==> src/common/camera_pkg.sv <==
// Shared types for the camera byte-clock transmit path.
// Beat structs for the generator, packer and framer links, CSI-2 data types
// and the packet header ECC. Modules import this where they need it.
package camera_pkg;

    typedef enum logic [1:0] {
        BEAT_FS,
        BEAT_PIXEL,
        BEAT_FE
    } beat_kind_e;

    typedef struct packed {
        beat_kind_e  kind;
        logic        line_first;
        logic        line_last;
        logic [9:0]  data;
    } pix_beat_t;

    typedef struct packed {
        beat_kind_e  kind;
        logic        line_first;
        logic        line_last;
        logic [7:0]  data;
    } byte_beat_t;

    typedef struct packed {
        logic [7:0]  data;
        logic        sop;   // first byte of a packet
        logic        eop;   // last byte of a packet
    } csi_byte_t;

    localparam logic [5:0] DT_FS    = 6'h00;
    localparam logic [5:0] DT_FE    = 6'h01;
    localparam logic [5:0] DT_RAW10 = 6'h2B;

    // hamming ECC over {wc_hi, wc_lo, di}
    function automatic logic [5:0] csi2_ecc(input logic [23:0] d);
        logic [5:0] p;
        p[0] = d[0] ^ d[1] ^ d[2] ^ d[4] ^ d[5] ^ d[7] ^ d[10] ^ d[11] ^ d[13]
             ^ d[16] ^ d[20] ^ d[21] ^ d[22] ^ d[23];
        p[1] = d[0] ^ d[1] ^ d[3] ^ d[4] ^ d[6] ^ d[8] ^ d[10] ^ d[12] ^ d[14]
             ^ d[17] ^ d[20] ^ d[21] ^ d[22] ^ d[23];
        p[2] = d[0] ^ d[2] ^ d[3] ^ d[5] ^ d[6] ^ d[9] ^ d[11] ^ d[12] ^ d[15]
             ^ d[18] ^ d[20] ^ d[21] ^ d[22];
        p[3] = d[1] ^ d[2] ^ d[3] ^ d[7] ^ d[8] ^ d[9] ^ d[13] ^ d[14] ^ d[15]
             ^ d[19] ^ d[20] ^ d[21] ^ d[23];
        p[4] = d[4] ^ d[5] ^ d[6] ^ d[7] ^ d[8] ^ d[9] ^ d[16] ^ d[17] ^ d[18]
             ^ d[19] ^ d[20] ^ d[22] ^ d[23];
        p[5] = d[10] ^ d[11] ^ d[12] ^ d[13] ^ d[14] ^ d[15] ^ d[16] ^ d[17]
             ^ d[18] ^ d[19] ^ d[21] ^ d[22] ^ d[23];
        return p;
    endfunction

endpackage
==> src/logic/camera_tx_top.sv <==
// Camera byte-clock transmit path top level.
// Colour-bar source, RAW10 packer, CSI-2 framer and credit output port
// chained by valid/ready links. Frame geometry and credits are set here.
module camera_tx_top #(
    parameter int HPIX         = 16,
    parameter int VPIX         = 4,
    parameter int HBLANK       = 6,
    parameter int VBLANK       = 1,
    parameter int CREDITS_INIT = 4
) (
    input  logic                  clock_camera_byte,
    input  logic                  reset_camera_byte_n,
    output camera_pkg::csi_byte_t tx_o,
    output logic                  tx_valid_o,
    input  logic                  credit_return_i
);
    import camera_pkg::*;

    pix_beat_t  pix;
    logic       pix_valid;
    logic       pix_ready;
    byte_beat_t byte_beat;
    logic       byte_valid;
    logic       byte_ready;
    csi_byte_t  pkt;
    logic       pkt_valid;
    logic       pkt_ready;

    image_gen #(
        .HPIX   (HPIX),
        .VPIX   (VPIX),
        .HBLANK (HBLANK),
        .VBLANK (VBLANK)
    ) image_gen_i (
        .clock_camera_byte   (clock_camera_byte),
        .reset_camera_byte_n (reset_camera_byte_n),
        .pix_o               (pix),
        .pix_valid_o         (pix_valid),
        .pix_ready_i         (pix_ready)
    );

    raw10_packer raw10_packer_i (
        .clock_camera_byte   (clock_camera_byte),
        .reset_camera_byte_n (reset_camera_byte_n),
        .pix_i               (pix),
        .pix_valid_i         (pix_valid),
        .pix_ready_o         (pix_ready),
        .byte_o              (byte_beat),
        .byte_valid_o        (byte_valid),
        .byte_ready_i        (byte_ready)
    );

    csi2_packet_framer #(
        .HPIX (HPIX)
    ) csi2_packet_framer_i (
        .clock_camera_byte   (clock_camera_byte),
        .reset_camera_byte_n (reset_camera_byte_n),
        .byte_i              (byte_beat),
        .byte_valid_i        (byte_valid),
        .byte_ready_o        (byte_ready),
        .pkt_o               (pkt),
        .pkt_valid_o         (pkt_valid),
        .pkt_ready_i         (pkt_ready)
    );

    credit_tx_port #(
        .CREDITS_INIT (CREDITS_INIT)
    ) credit_tx_port_i (
        .clock_camera_byte   (clock_camera_byte),
        .reset_camera_byte_n (reset_camera_byte_n),
        .pkt_i               (pkt),
        .pkt_valid_i         (pkt_valid),
        .pkt_ready_o         (pkt_ready),
        .tx_o                (tx_o),
        .tx_valid_o          (tx_valid_o),
        .credit_return_i     (credit_return_i)
    );

endmodule

==> src/logic/credit_tx_port.sv <==
// Credit-based output port toward the downstream consumer.
// Registers each accepted byte and spends one credit per byte; the
// consumer returns credits with one-cycle pulses on credit_return_i.
module credit_tx_port #(
    parameter int CREDITS_INIT = 4
) (
    input  logic                  clock_camera_byte,
    input  logic                  reset_camera_byte_n,
    input  camera_pkg::csi_byte_t pkt_i,
    input  logic                  pkt_valid_i,
    output logic                  pkt_ready_o,
    output camera_pkg::csi_byte_t tx_o,
    output logic                  tx_valid_o,
    input  logic                  credit_return_i
);
    localparam int CW = $clog2(CREDITS_INIT + 1);

    logic [CW-1:0] credits;
    logic          send;

    assign pkt_ready_o = (credits != '0);
    assign send        = pkt_valid_i && pkt_ready_o;

    always_ff @(posedge clock_camera_byte) begin
        if (send)
            tx_o <= pkt_i;
    end

    always_ff @(posedge clock_camera_byte or negedge reset_camera_byte_n) begin
        if (!reset_camera_byte_n) begin
            credits    <= CW'(CREDITS_INIT);
            tx_valid_o <= 1'b0;
        end else begin
            tx_valid_o <= send;
            case ({send, credit_return_i})
                2'b10:   credits <= credits - 1'b1;
                2'b01:   credits <= credits + 1'b1;
                default: credits <= credits;     // none, or send and return
            endcase
        end
    end

    // consumer must not return more than it was given
    a_credit_max: assert property (
        @(posedge clock_camera_byte) disable iff (!reset_camera_byte_n)
        credits <= CW'(CREDITS_INIT)
    );

    a_credit_min: assert property (
        @(posedge clock_camera_byte) disable iff (!reset_camera_byte_n)
        tx_valid_o |-> $past(credits) != '0
    );

endmodule

==> src/logic/csi2_packet_framer.sv <==
// CSI-2 packet framer on virtual channel 0.
// FS/FE beats become 4-byte short packets carrying the frame number. Each
// line becomes a long packet: header with ECC, RAW10 payload, CRC-16 footer.
module csi2_packet_framer #(
    parameter int HPIX = 16
) (
    input  logic                   clock_camera_byte,
    input  logic                   reset_camera_byte_n,
    input  camera_pkg::byte_beat_t byte_i,
    input  logic                   byte_valid_i,
    output logic                   byte_ready_o,
    output camera_pkg::csi_byte_t  pkt_o,
    output logic                   pkt_valid_o,
    input  logic                   pkt_ready_i
);
    import camera_pkg::*;

    localparam logic [15:0] WC = 16'(HPIX * 10 / 8);

    typedef enum logic [1:0] {IDLE, HDR, PAYLOAD, CRC} state_e;

    state_e      state;
    logic [1:0]  hdr_idx;
    logic        crc_idx;
    logic [15:0] pay_cnt;
    logic [15:0] frame_cnt;
    logic [15:0] crc_q;
    logic [15:0] wc_q;
    logic [5:0]  dt_q;
    logic        short_q;
    logic        fe_q;
    logic [5:0]  ecc;
    logic        pay_xfer;

    // reflected 0x1021, lsb first
    function automatic logic [15:0] crc16_byte(input logic [15:0] crc_in,
                                               input logic [7:0]  data);
        logic [15:0] crc;
        crc = crc_in;
        for (int i = 0; i < 8; i++) begin
            if (crc[0] ^ data[i])
                crc = (crc >> 1) ^ 16'h8408;
            else
                crc = crc >> 1;
        end
        return crc;
    endfunction

    assign ecc      = csi2_ecc({wc_q, 2'b00, dt_q});
    assign pay_xfer = (state == PAYLOAD) && byte_valid_i && pkt_ready_i;

    always_comb begin
        pkt_o        = '0;
        pkt_valid_o  = 1'b0;
        byte_ready_o = 1'b0;
        case (state)
            IDLE: byte_ready_o = byte_valid_i && byte_i.kind != BEAT_PIXEL;
            HDR: begin
                pkt_valid_o = 1'b1;
                pkt_o.sop   = (hdr_idx == 2'd0);
                pkt_o.eop   = short_q && (hdr_idx == 2'd3);
                case (hdr_idx)
                    2'd0:    pkt_o.data = {2'b00, dt_q};   // DI, vc 0
                    2'd1:    pkt_o.data = wc_q[7:0];
                    2'd2:    pkt_o.data = wc_q[15:8];
                    default: pkt_o.data = {2'b00, ecc};
                endcase
            end
            PAYLOAD: begin
                pkt_valid_o  = byte_valid_i;
                byte_ready_o = pkt_ready_i;
                pkt_o.data   = byte_i.data;
            end
            default: begin
                pkt_valid_o = 1'b1;
                pkt_o.data  = crc_idx ? crc_q[15:8] : crc_q[7:0];
                pkt_o.eop   = crc_idx;
            end
        endcase
    end

    always_ff @(posedge clock_camera_byte or negedge reset_camera_byte_n) begin
        if (!reset_camera_byte_n) begin
            state     <= IDLE;
            hdr_idx   <= '0;
            crc_idx   <= 1'b0;
            pay_cnt   <= '0;
            frame_cnt <= '0;
            crc_q     <= 16'hFFFF;
            wc_q      <= '0;
            dt_q      <= DT_FS;
            short_q   <= 1'b0;
            fe_q      <= 1'b0;
        end else begin
            case (state)
                IDLE: begin
                    hdr_idx <= '0;
                    if (byte_valid_i && byte_i.kind != BEAT_PIXEL) begin
                        short_q <= 1'b1;
                        fe_q    <= (byte_i.kind == BEAT_FE);
                        dt_q    <= (byte_i.kind == BEAT_FE) ? DT_FE : DT_FS;
                        wc_q    <= frame_cnt;
                        state   <= HDR;
                    end else if (byte_valid_i && byte_i.line_first) begin
                        short_q <= 1'b0;           // line byte stays for PAYLOAD
                        dt_q    <= DT_RAW10;
                        wc_q    <= WC;
                        state   <= HDR;
                    end
                end
                HDR: if (pkt_ready_i) begin
                    hdr_idx <= hdr_idx + 1'b1;
                    if (hdr_idx == 2'd3) begin
                        pay_cnt <= '0;
                        crc_q   <= 16'hFFFF;       // seed
                        state   <= short_q ? IDLE : PAYLOAD;
                        if (short_q && fe_q)
                            frame_cnt <= frame_cnt + 1'b1;
                    end
                end
                PAYLOAD: if (pay_xfer) begin
                    crc_q   <= crc16_byte(crc_q, byte_i.data);
                    pay_cnt <= pay_cnt + 1'b1;
                    if (pay_cnt == WC - 1'b1) begin
                        crc_idx <= 1'b0;
                        state   <= CRC;
                    end
                end
                default: if (pkt_ready_i) begin
                    crc_idx <= 1'b1;
                    if (crc_idx)
                        state <= IDLE;
                end
            endcase
        end
    end

    // packer line end must land on the last counted payload byte
    a_line_end: assert property (
        @(posedge clock_camera_byte) disable iff (!reset_camera_byte_n)
        pay_xfer && pay_cnt == WC - 1'b1 |-> byte_i.line_last
    );

endmodule

==> src/logic/raw10_packer.sv <==
// RAW10 packer: four 10-bit pixels in, five bytes out.
// Bytes 0..3 are the upper 8 bits of each pixel, byte 4 holds the low bit
// pairs (pixel 0 in bits 1:0). FS and FE pass through as single beats.
module raw10_packer (
    input  logic                  clock_camera_byte,
    input  logic                  reset_camera_byte_n,
    input  camera_pkg::pix_beat_t pix_i,
    input  logic                  pix_valid_i,
    output logic                  pix_ready_o,
    output camera_pkg::byte_beat_t byte_o,
    output logic                  byte_valid_o,
    input  logic                  byte_ready_i
);
    import camera_pkg::*;

    logic [7:0]  hi_q [4];
    logic [7:0]  lo_q;
    logic        first_q;
    logic        last_q;
    beat_kind_e  kind_q;
    logic [1:0]  cnt;       // pixels gathered in current group
    logic [2:0]  idx;       // byte being emitted
    logic        emit;
    logic        take;
    logic        last_byte;

    assign pix_ready_o  = !emit;
    assign take         = pix_valid_i && pix_ready_o;
    assign byte_valid_o = emit;
    assign last_byte    = (kind_q == BEAT_PIXEL) ? (idx == 3'd4) : 1'b1;

    always_comb begin
        byte_o.kind       = kind_q;
        byte_o.line_first = (kind_q == BEAT_PIXEL) && first_q && (idx == 3'd0);
        byte_o.line_last  = (kind_q == BEAT_PIXEL) && last_q && (idx == 3'd4);
        if (kind_q != BEAT_PIXEL)
            byte_o.data = 8'h00;
        else if (idx == 3'd4)
            byte_o.data = lo_q;
        else
            byte_o.data = hi_q[idx[1:0]];
    end

    // pixel payload
    always_ff @(posedge clock_camera_byte) begin
        if (take && pix_i.kind == BEAT_PIXEL) begin
            hi_q[cnt]            <= pix_i.data[9:2];
            lo_q[{cnt, 1'b0} +: 2] <= pix_i.data[1:0];
            if (cnt == 2'd0)
                first_q <= pix_i.line_first;
            if (cnt == 2'd3)
                last_q <= pix_i.line_last;
        end
    end

    always_ff @(posedge clock_camera_byte or negedge reset_camera_byte_n) begin
        if (!reset_camera_byte_n) begin
            cnt    <= '0;
            idx    <= '0;
            emit   <= 1'b0;
            kind_q <= BEAT_PIXEL;
        end else if (take) begin
            idx <= '0;
            if (pix_i.kind != BEAT_PIXEL) begin
                kind_q <= pix_i.kind;
                emit   <= 1'b1;
            end else begin
                cnt <= cnt + 1'b1;
                if (cnt == 2'd3) begin
                    kind_q <= BEAT_PIXEL;
                    emit   <= 1'b1;
                end
            end
        end else if (emit && byte_ready_i) begin
            if (last_byte)
                emit <= 1'b0;
            else
                idx <= idx + 1'b1;
        end
    end

    // frame markers only between groups, lines are a multiple of 4 wide
    a_marker_aligned: assert property (
        @(posedge clock_camera_byte) disable iff (!reset_camera_byte_n)
        pix_valid_i && pix_i.kind != BEAT_PIXEL |-> cnt == 2'd0
    );

endmodule

==> src/image_gen/image_gen.sv <==
// Bayer RAW10 colour-bar test frame source with FS/FE markers.
// Walks x/y slot counters through blanking, FS, active lines and FE.
// Slots holding a beat wait for pix_ready_i; idle slots pass one per cycle.
module image_gen #(
    parameter int HPIX   = 16,
    parameter int VPIX   = 4,
    parameter int HBLANK = 6,
    parameter int VBLANK = 1
) (
    input  logic                 clock_camera_byte,
    input  logic                 reset_camera_byte_n,
    output camera_pkg::pix_beat_t pix_o,
    output logic                 pix_valid_o,
    input  logic                 pix_ready_i
);
    import camera_pkg::*;

    localparam int LINE   = HPIX + HBLANK;
    localparam int ROWS   = VBLANK + VPIX + 2;     // blank lines, FS, active, FE
    localparam int XW     = $clog2(LINE + 1);
    localparam int YW     = $clog2(ROWS + 1);
    localparam int FS_ROW = VBLANK;
    localparam int FE_ROW = VBLANK + VPIX + 1;

    logic [XW-1:0] x;
    logic [YW-1:0] y;
    logic [YW-1:0] row;       // active line index
    logic [1:0]    bar;
    logic          active;
    logic          marker;    // FS or FE slot
    logic          step;
    logic          is_green;
    logic          is_blue;
    logic [9:0]    colour;

    assign active = (y > YW'(FS_ROW)) && (y < YW'(FE_ROW)) && (x < XW'(HPIX));
    assign marker = ((y == YW'(FS_ROW)) || (y == YW'(FE_ROW))) && (x == '0);
    assign row    = y - YW'(FS_ROW + 1);
    assign bar    = 2'((32'(x) * 4) / HPIX);

    // odd row: odd x red, even x green. even row: odd x green, even x blue
    assign is_green = row[0] ^ x[0];
    assign is_blue  = !row[0] && !x[0];

    always_comb begin
        case (bar)
            2'd0:    colour = 10'h3FF;                      // white
            2'd1:    colour = is_green ? 10'h000 : 10'h3FF; // magenta
            2'd2:    colour = is_green ? 10'h3FF : 10'h000; // green
            default: colour = is_blue ? 10'h000 : 10'h3FF;  // yellow
        endcase
    end

    always_comb begin
        pix_valid_o      = active || marker;
        pix_o.kind       = BEAT_PIXEL;
        pix_o.line_first = active && (x == '0);
        pix_o.line_last  = active && (x == XW'(HPIX - 1));
        pix_o.data       = active ? colour : 10'h000;
        if (marker) begin
            pix_o.kind = (y == YW'(FS_ROW)) ? BEAT_FS : BEAT_FE;
        end
    end

    // beats wait for the packer, blanking runs free
    assign step = pix_valid_o ? pix_ready_i : 1'b1;

    always_ff @(posedge clock_camera_byte or negedge reset_camera_byte_n) begin
        if (!reset_camera_byte_n) begin
            x <= '0;
            y <= '0;
        end else if (step) begin
            if (x == XW'(LINE - 1)) begin
                x <= '0;
                y <= (y == YW'(ROWS - 1)) ? '0 : y + 1'b1;
            end else begin
                x <= x + 1'b1;
            end
        end
    end

    a_pix_hold: assert property (
        @(posedge clock_camera_byte) disable iff (!reset_camera_byte_n)
        pix_valid_o && !pix_ready_i |=> pix_valid_o && $stable(pix_o)
    );

endmodule

==> config.mk <==
export PLATFORM = sky130hd
export DESIGN_NAME = camera_tx_top
export DESIGN_NICKNAME = d
export VERILOG_FILES = /design/src/common/camera_pkg.sv /design/src/logic/camera_tx_top.sv /design/src/logic/credit_tx_port.sv /design/src/logic/csi2_packet_framer.sv /design/src/logic/raw10_packer.sv /design/src/image_gen/image_gen.sv
export SDC_FILE = /design/constraint.sdc
export NUM_CORES = 1
export LEC_CHECK = 0
export BUFFER_PORTS_ARGS = -buffer_cell sky130_fd_sc_hd__buf_2
export CAP_MARGIN = 0
export CORE_UTILIZATION = 45
export DETAILED_ROUTE_END_ITERATION = 7
export SLEW_MARGIN = 40
export SYNTH_ARGS = -nofsm -noshare
export SYNTH_HDL_FRONTEND = slang
export SYNTH_SLANG_ARGS = --single-unit
==> constraint.sdc <==
create_clock -name clock_camera_byte -period 5.6 [get_ports clock_camera_byte]
set_clock_uncertainty 0.05 [all_clocks]
set_input_delay 1.12 -clock clock_camera_byte [delete_from_list [all_inputs] [get_ports clock_camera_byte]]
set_output_delay 1.12 -clock clock_camera_byte [all_outputs]
set_load 0.02 [all_outputs]
==> flow_summary.json <==
{
  "syn_nets": 620,
  "clkLatencyLatePin_ns": 0.36,
  "finalWeightedCongestion": 0.8111,
  "synth_seq_cells": 112,
  "drc": 0,
  "ys_seq_area_frac": 0.4704,
  "synthAdderAreaFrac": 0.03950,
  "yosys.area_share.simple": 0.1651,
  "synth.area.mux_share": 0.02882,
  "setup_viol": 0,
  "worst_path_max_delay_cell": "a21oi_4",
  "yosysWarnings": 0,
  "antenna_found_initial": 0,
  "cts_tree": "done",
  "die-area_sq_um": 14270,
  "root_buffer": "clkbuf_16",
  "drive_gt1_frac": 0.1352,
  "cts.path.max_buffers": 2,
  "syn_to_final_growth_pct": 7.719,
  "grt_pass1_wl_mm": 21.19,
  "viasPerCell": 5.423,
  "globalRouteTotalUtil": 0.1879,
  "start_util": 0.4651,
  "drv_slew": 0,
  "post_drt_wl_per_cell_um": 15.92,
  "slew_headroom": 0.5978,
  "cpPeakStageDelay_ns": 0.50,
  "die_x_um": 119.5,
  "power.static_leakage_nw": 2.739,
  "grt-ovfl-total": 0,
  "maxCapViolCount": 0,
  "routed-via-count": 4203,
  "yosys_most_used_dff": "dfrtp_1",
  "cts_hold_buf": 0,
  "power.density_nw_per_um2": 359.9,
  "pre_cts_slack_ns": 2.506,
  "path_class": "reg2reg",
  "rrSetupSlack_ns": 2.85,
  "die_h_um": 119.5,
  "critPathTopFamily": "simple AND/OR/NAND/NOR gates",
  "avgSynthCellArea_sq_um": 10.38,
  "period_share": 0.4906,
  "required_ns": 5.77,
  "ys_async_sr_fraction": 0.8304,
  "rows": 42,
  "crit_chain": "ha_1, nand3b_4, a21oi_4, nand4_2, or4_1, xor2_1, nor2_1",
  "fmax_mhz": 364.0,
  "n_fill_cell": 1218,
  "syn_inst": 598,
  "hold_violations": 0,
  "crit_path_max_fanout": 20,
  "synth_edf_count": 19,
  "path_clk_slew_ns": 0.07,
  "multi_input_area_sq_um": 3064,
  "drtAntennaViolNets": 0,
  "period_needed_ns": 2.747,
  "synth_compound_area_frac": 0.1239,
  "post_cts_buffers": 0,
  "rsz0062_at_grt": "false",
  "endpoint_kind": "flop",
  "whs_ns": 0.4371,
  "synth_cell_type_count": 73,
  "cts_max_level": 3,
  "dr_wl_met2_mm": 5.862,
  "fin_ws_ns": 2.853,
  "critPathBufInv": 0,
  "hold_path_class": "reg2reg",
  "synth_top_family_by_area": "simple AND/OR/NAND/NOR gates",
  "setup_tns_ns": 0,
  "netlist_area_sq_um": 6208,
  "run_status": "finished clean",
  "irDropWorstVdd_mv": 0.1707,
  "dr.pass1.iters": 4,
  "worstSetupStartpointType": "flop",
  "antenna_cells": 0,
  "tightest_slew_ns": 0.6027,
  "route.met3.wl_um": 468,
  "grt_max_degree": 60,
  "clkSinkCount": 112,
  "routed_wl_mm": 12.34,
  "worstPathArrival_ns": 2.92,
  "routed.top_layer": "met4",
  "dp_hpwl_mm": 8.871,
  "seq_area_sq_um": 2922,
  "cts.repair.resized": 0,
  "fin_nets": 616,
  "core_sq_um": 13350,
  "cts_buffers": 9,
  "synthXorXnorAreaFrac": 0.1346,
  "grt_pass1_vias": 4223,
  "ios": 14,
  "drtIter0Drc": 224,
  "wl_met1_mm": 5.899,
  "port_buffers": 13
}
cells by family (layout without fill, tap and decap cells):
kind of cell,after synthesis,after routing
XOR/XNOR,92,92
flip-flops,112,112
buffers and inverters,51,52
multiplexers,16,16
adder cells (fa/ha/maj),19,19
AND/OR/NAND/NOR,198,198
AO/OA/AOI/OAI,110,110
stage by stage:
stage	std cells	util	cell area, sq um	total power, W
after detailed placement	759	0.4769	6366	0.001761
after global routing	775	0.5010	6688	0.002547
final	775	0.5010	6688	0.002407
after global placement	759	0.4768	6364	0.001742
after floorplan	598	-	6208	0.001620
after CTS	775	0.5001	6675	0.002431
worst paths after layout:
check / end / depth (start not counted) / startpoint
min in group asynchronous: csi2_packet_framer_i.pay_cnt[12]$_DFFE_PN0P_ / 1 / reset_camera_byte_n
setup reg to reg: csi2_packet_framer_i.pay_cnt[15]$_DFFE_PN0P_ / 7 / csi2_packet_framer_i.hdr_idx[0]$_DFFE_PN0P_
max in group asynchronous: csi2_packet_framer_i.crc_q[9]$_DFFE_PN1P_ / 2 / reset_camera_byte_n
hold / removal: csi2_packet_framer_i.frame_cnt[15]$_DFFE_PN0P_ / 1 / csi2_packet_framer_i.frame_cnt[15]$_DFFE_PN0P_
setup / recovery: csi2_packet_framer_i.pay_cnt[15]$_DFFE_PN0P_ / 7 / csi2_packet_framer_i.hdr_idx[0]$_DFFE_PN0P_
hold reg to reg: csi2_packet_framer_i.frame_cnt[15]$_DFFE_PN0P_ / 1 / csi2_packet_framer_i.frame_cnt[15]$_DFFE_PN0P_
routing by layer:
| metal | GRT usage | up-vias |
|---|---|---|
| met5 | 0 | - |
| met4 | 0.05938 | 0 |
| met3 | 0.03736 | 7 |
| met2 | 0.2973 | 63 |
| met1 | 0.2585 | 2074 |
| li1 | - | 2059 |
synthesized netlist by cell type, types with 4 or more instances:
cell,n,area [sq um]
a21oi_1,27,135.1
a22o_1,14,122.6
a22oi_1,6,45.04
a31oi_1,4,25.02
and2_1,7,43.79
and3_1,5,31.28
buf_2,8,40.04
clkbuf_1,15,56.30
dfrtp_1,75,1877
dfstp_2,18,473.0
edfxtp_1,19,570.6
ha_1,18,225.2
inv_1,18,67.56
mux2_2,4,45.04
mux2i_1,10,100.1
nand2_1,58,217.7
nand2b_1,5,31.28
nand3_1,13,65.06
nand4_1,9,56.30
nor2_1,55,206.5
nor2b_1,4,25.02
nor3_1,5,25.02
nor3_2,5,50.05
o21ai_0,21,105.1
o22a_1,5,43.79
or3_1,6,37.54
xnor2_1,59,516.8
xor2_1,29,254.0
cells in the final DEF (no fill, tap or decap), types with 10 or more instances in the layout:
| master | instances |
|---|---|
| a21oi_1 | 27 |
| a22o_1 | 14 |
| buf_2 | 12 |
| dfrtp_1 | 74 |
| dfstp_2 | 18 |
| edfxtp_1 | 19 |
| ha_1 | 18 |
| inv_1 | 18 |
| mux2i_1 | 10 |
| nand2_1 | 58 |
| nand3_1 | 13 |
| nor2_1 | 54 |
| o21ai_0 | 21 |
| xnor2_1 | 59 |
| xor2_1 | 29 |
worst register-to-register path, stage by stage, from the launching register on:
cell and delay [ns]:
dfrtp_1 0.43, ha_1 0.47, nand3b_4 0.18, a21oi_4 0.50, nand4_2 0.30, or4_1 0.48
xor2_1 0.15, nor2_1 0.05
area by class of cell:
class,count,share of cell area
repair buffers,17,0.01515
clock inverters,4,0.007858
multi-input cells,435,0.4582
well taps,176,0.03293
inverters,19,0.01066
flip-flops and latches,112,0.4369
clock buffers,12,0.03835
power breakdown:
part | switching [W] | leakage, nW | internal, W | total (W)
registers | 0.000119 | 1.39 | 0.000999 | 0.00112
logic | 0.000352 | 1.20 | 0.000277 | 0.000630
clock network | 0.000287 | 0.153 | 0.000372 | 0.000659
total | 0.000758 | 2.74 | 0.00165 | 0.00241
sequential cells by signal (all words and copies together), names as in the netlist, 2 cells and up:
name / count
credit_tx_port_i.credits: 3
csi2_packet_framer_i.dt_q: 2
csi2_packet_framer_i.crc_q: 16
csi2_packet_framer_i.pay_cnt: 16
raw10_packer_i.hi_q: 4
raw10_packer_i.cnt: 2
raw10_packer_i.kind_q: 2
csi2_packet_framer_i.state: 2
credit_tx_port_i.tx_o: 10
image_gen_i.y: 3
raw10_packer_i.lo_q: 4
image_gen_i.x: 5
raw10_packer_i.idx: 3
csi2_packet_framer_i.wc_q: 16
csi2_packet_framer_i.hdr_idx: 2
csi2_packet_framer_i.frame_cnt: 16
No activity file was read; power rests on OpenSTA's default activity.
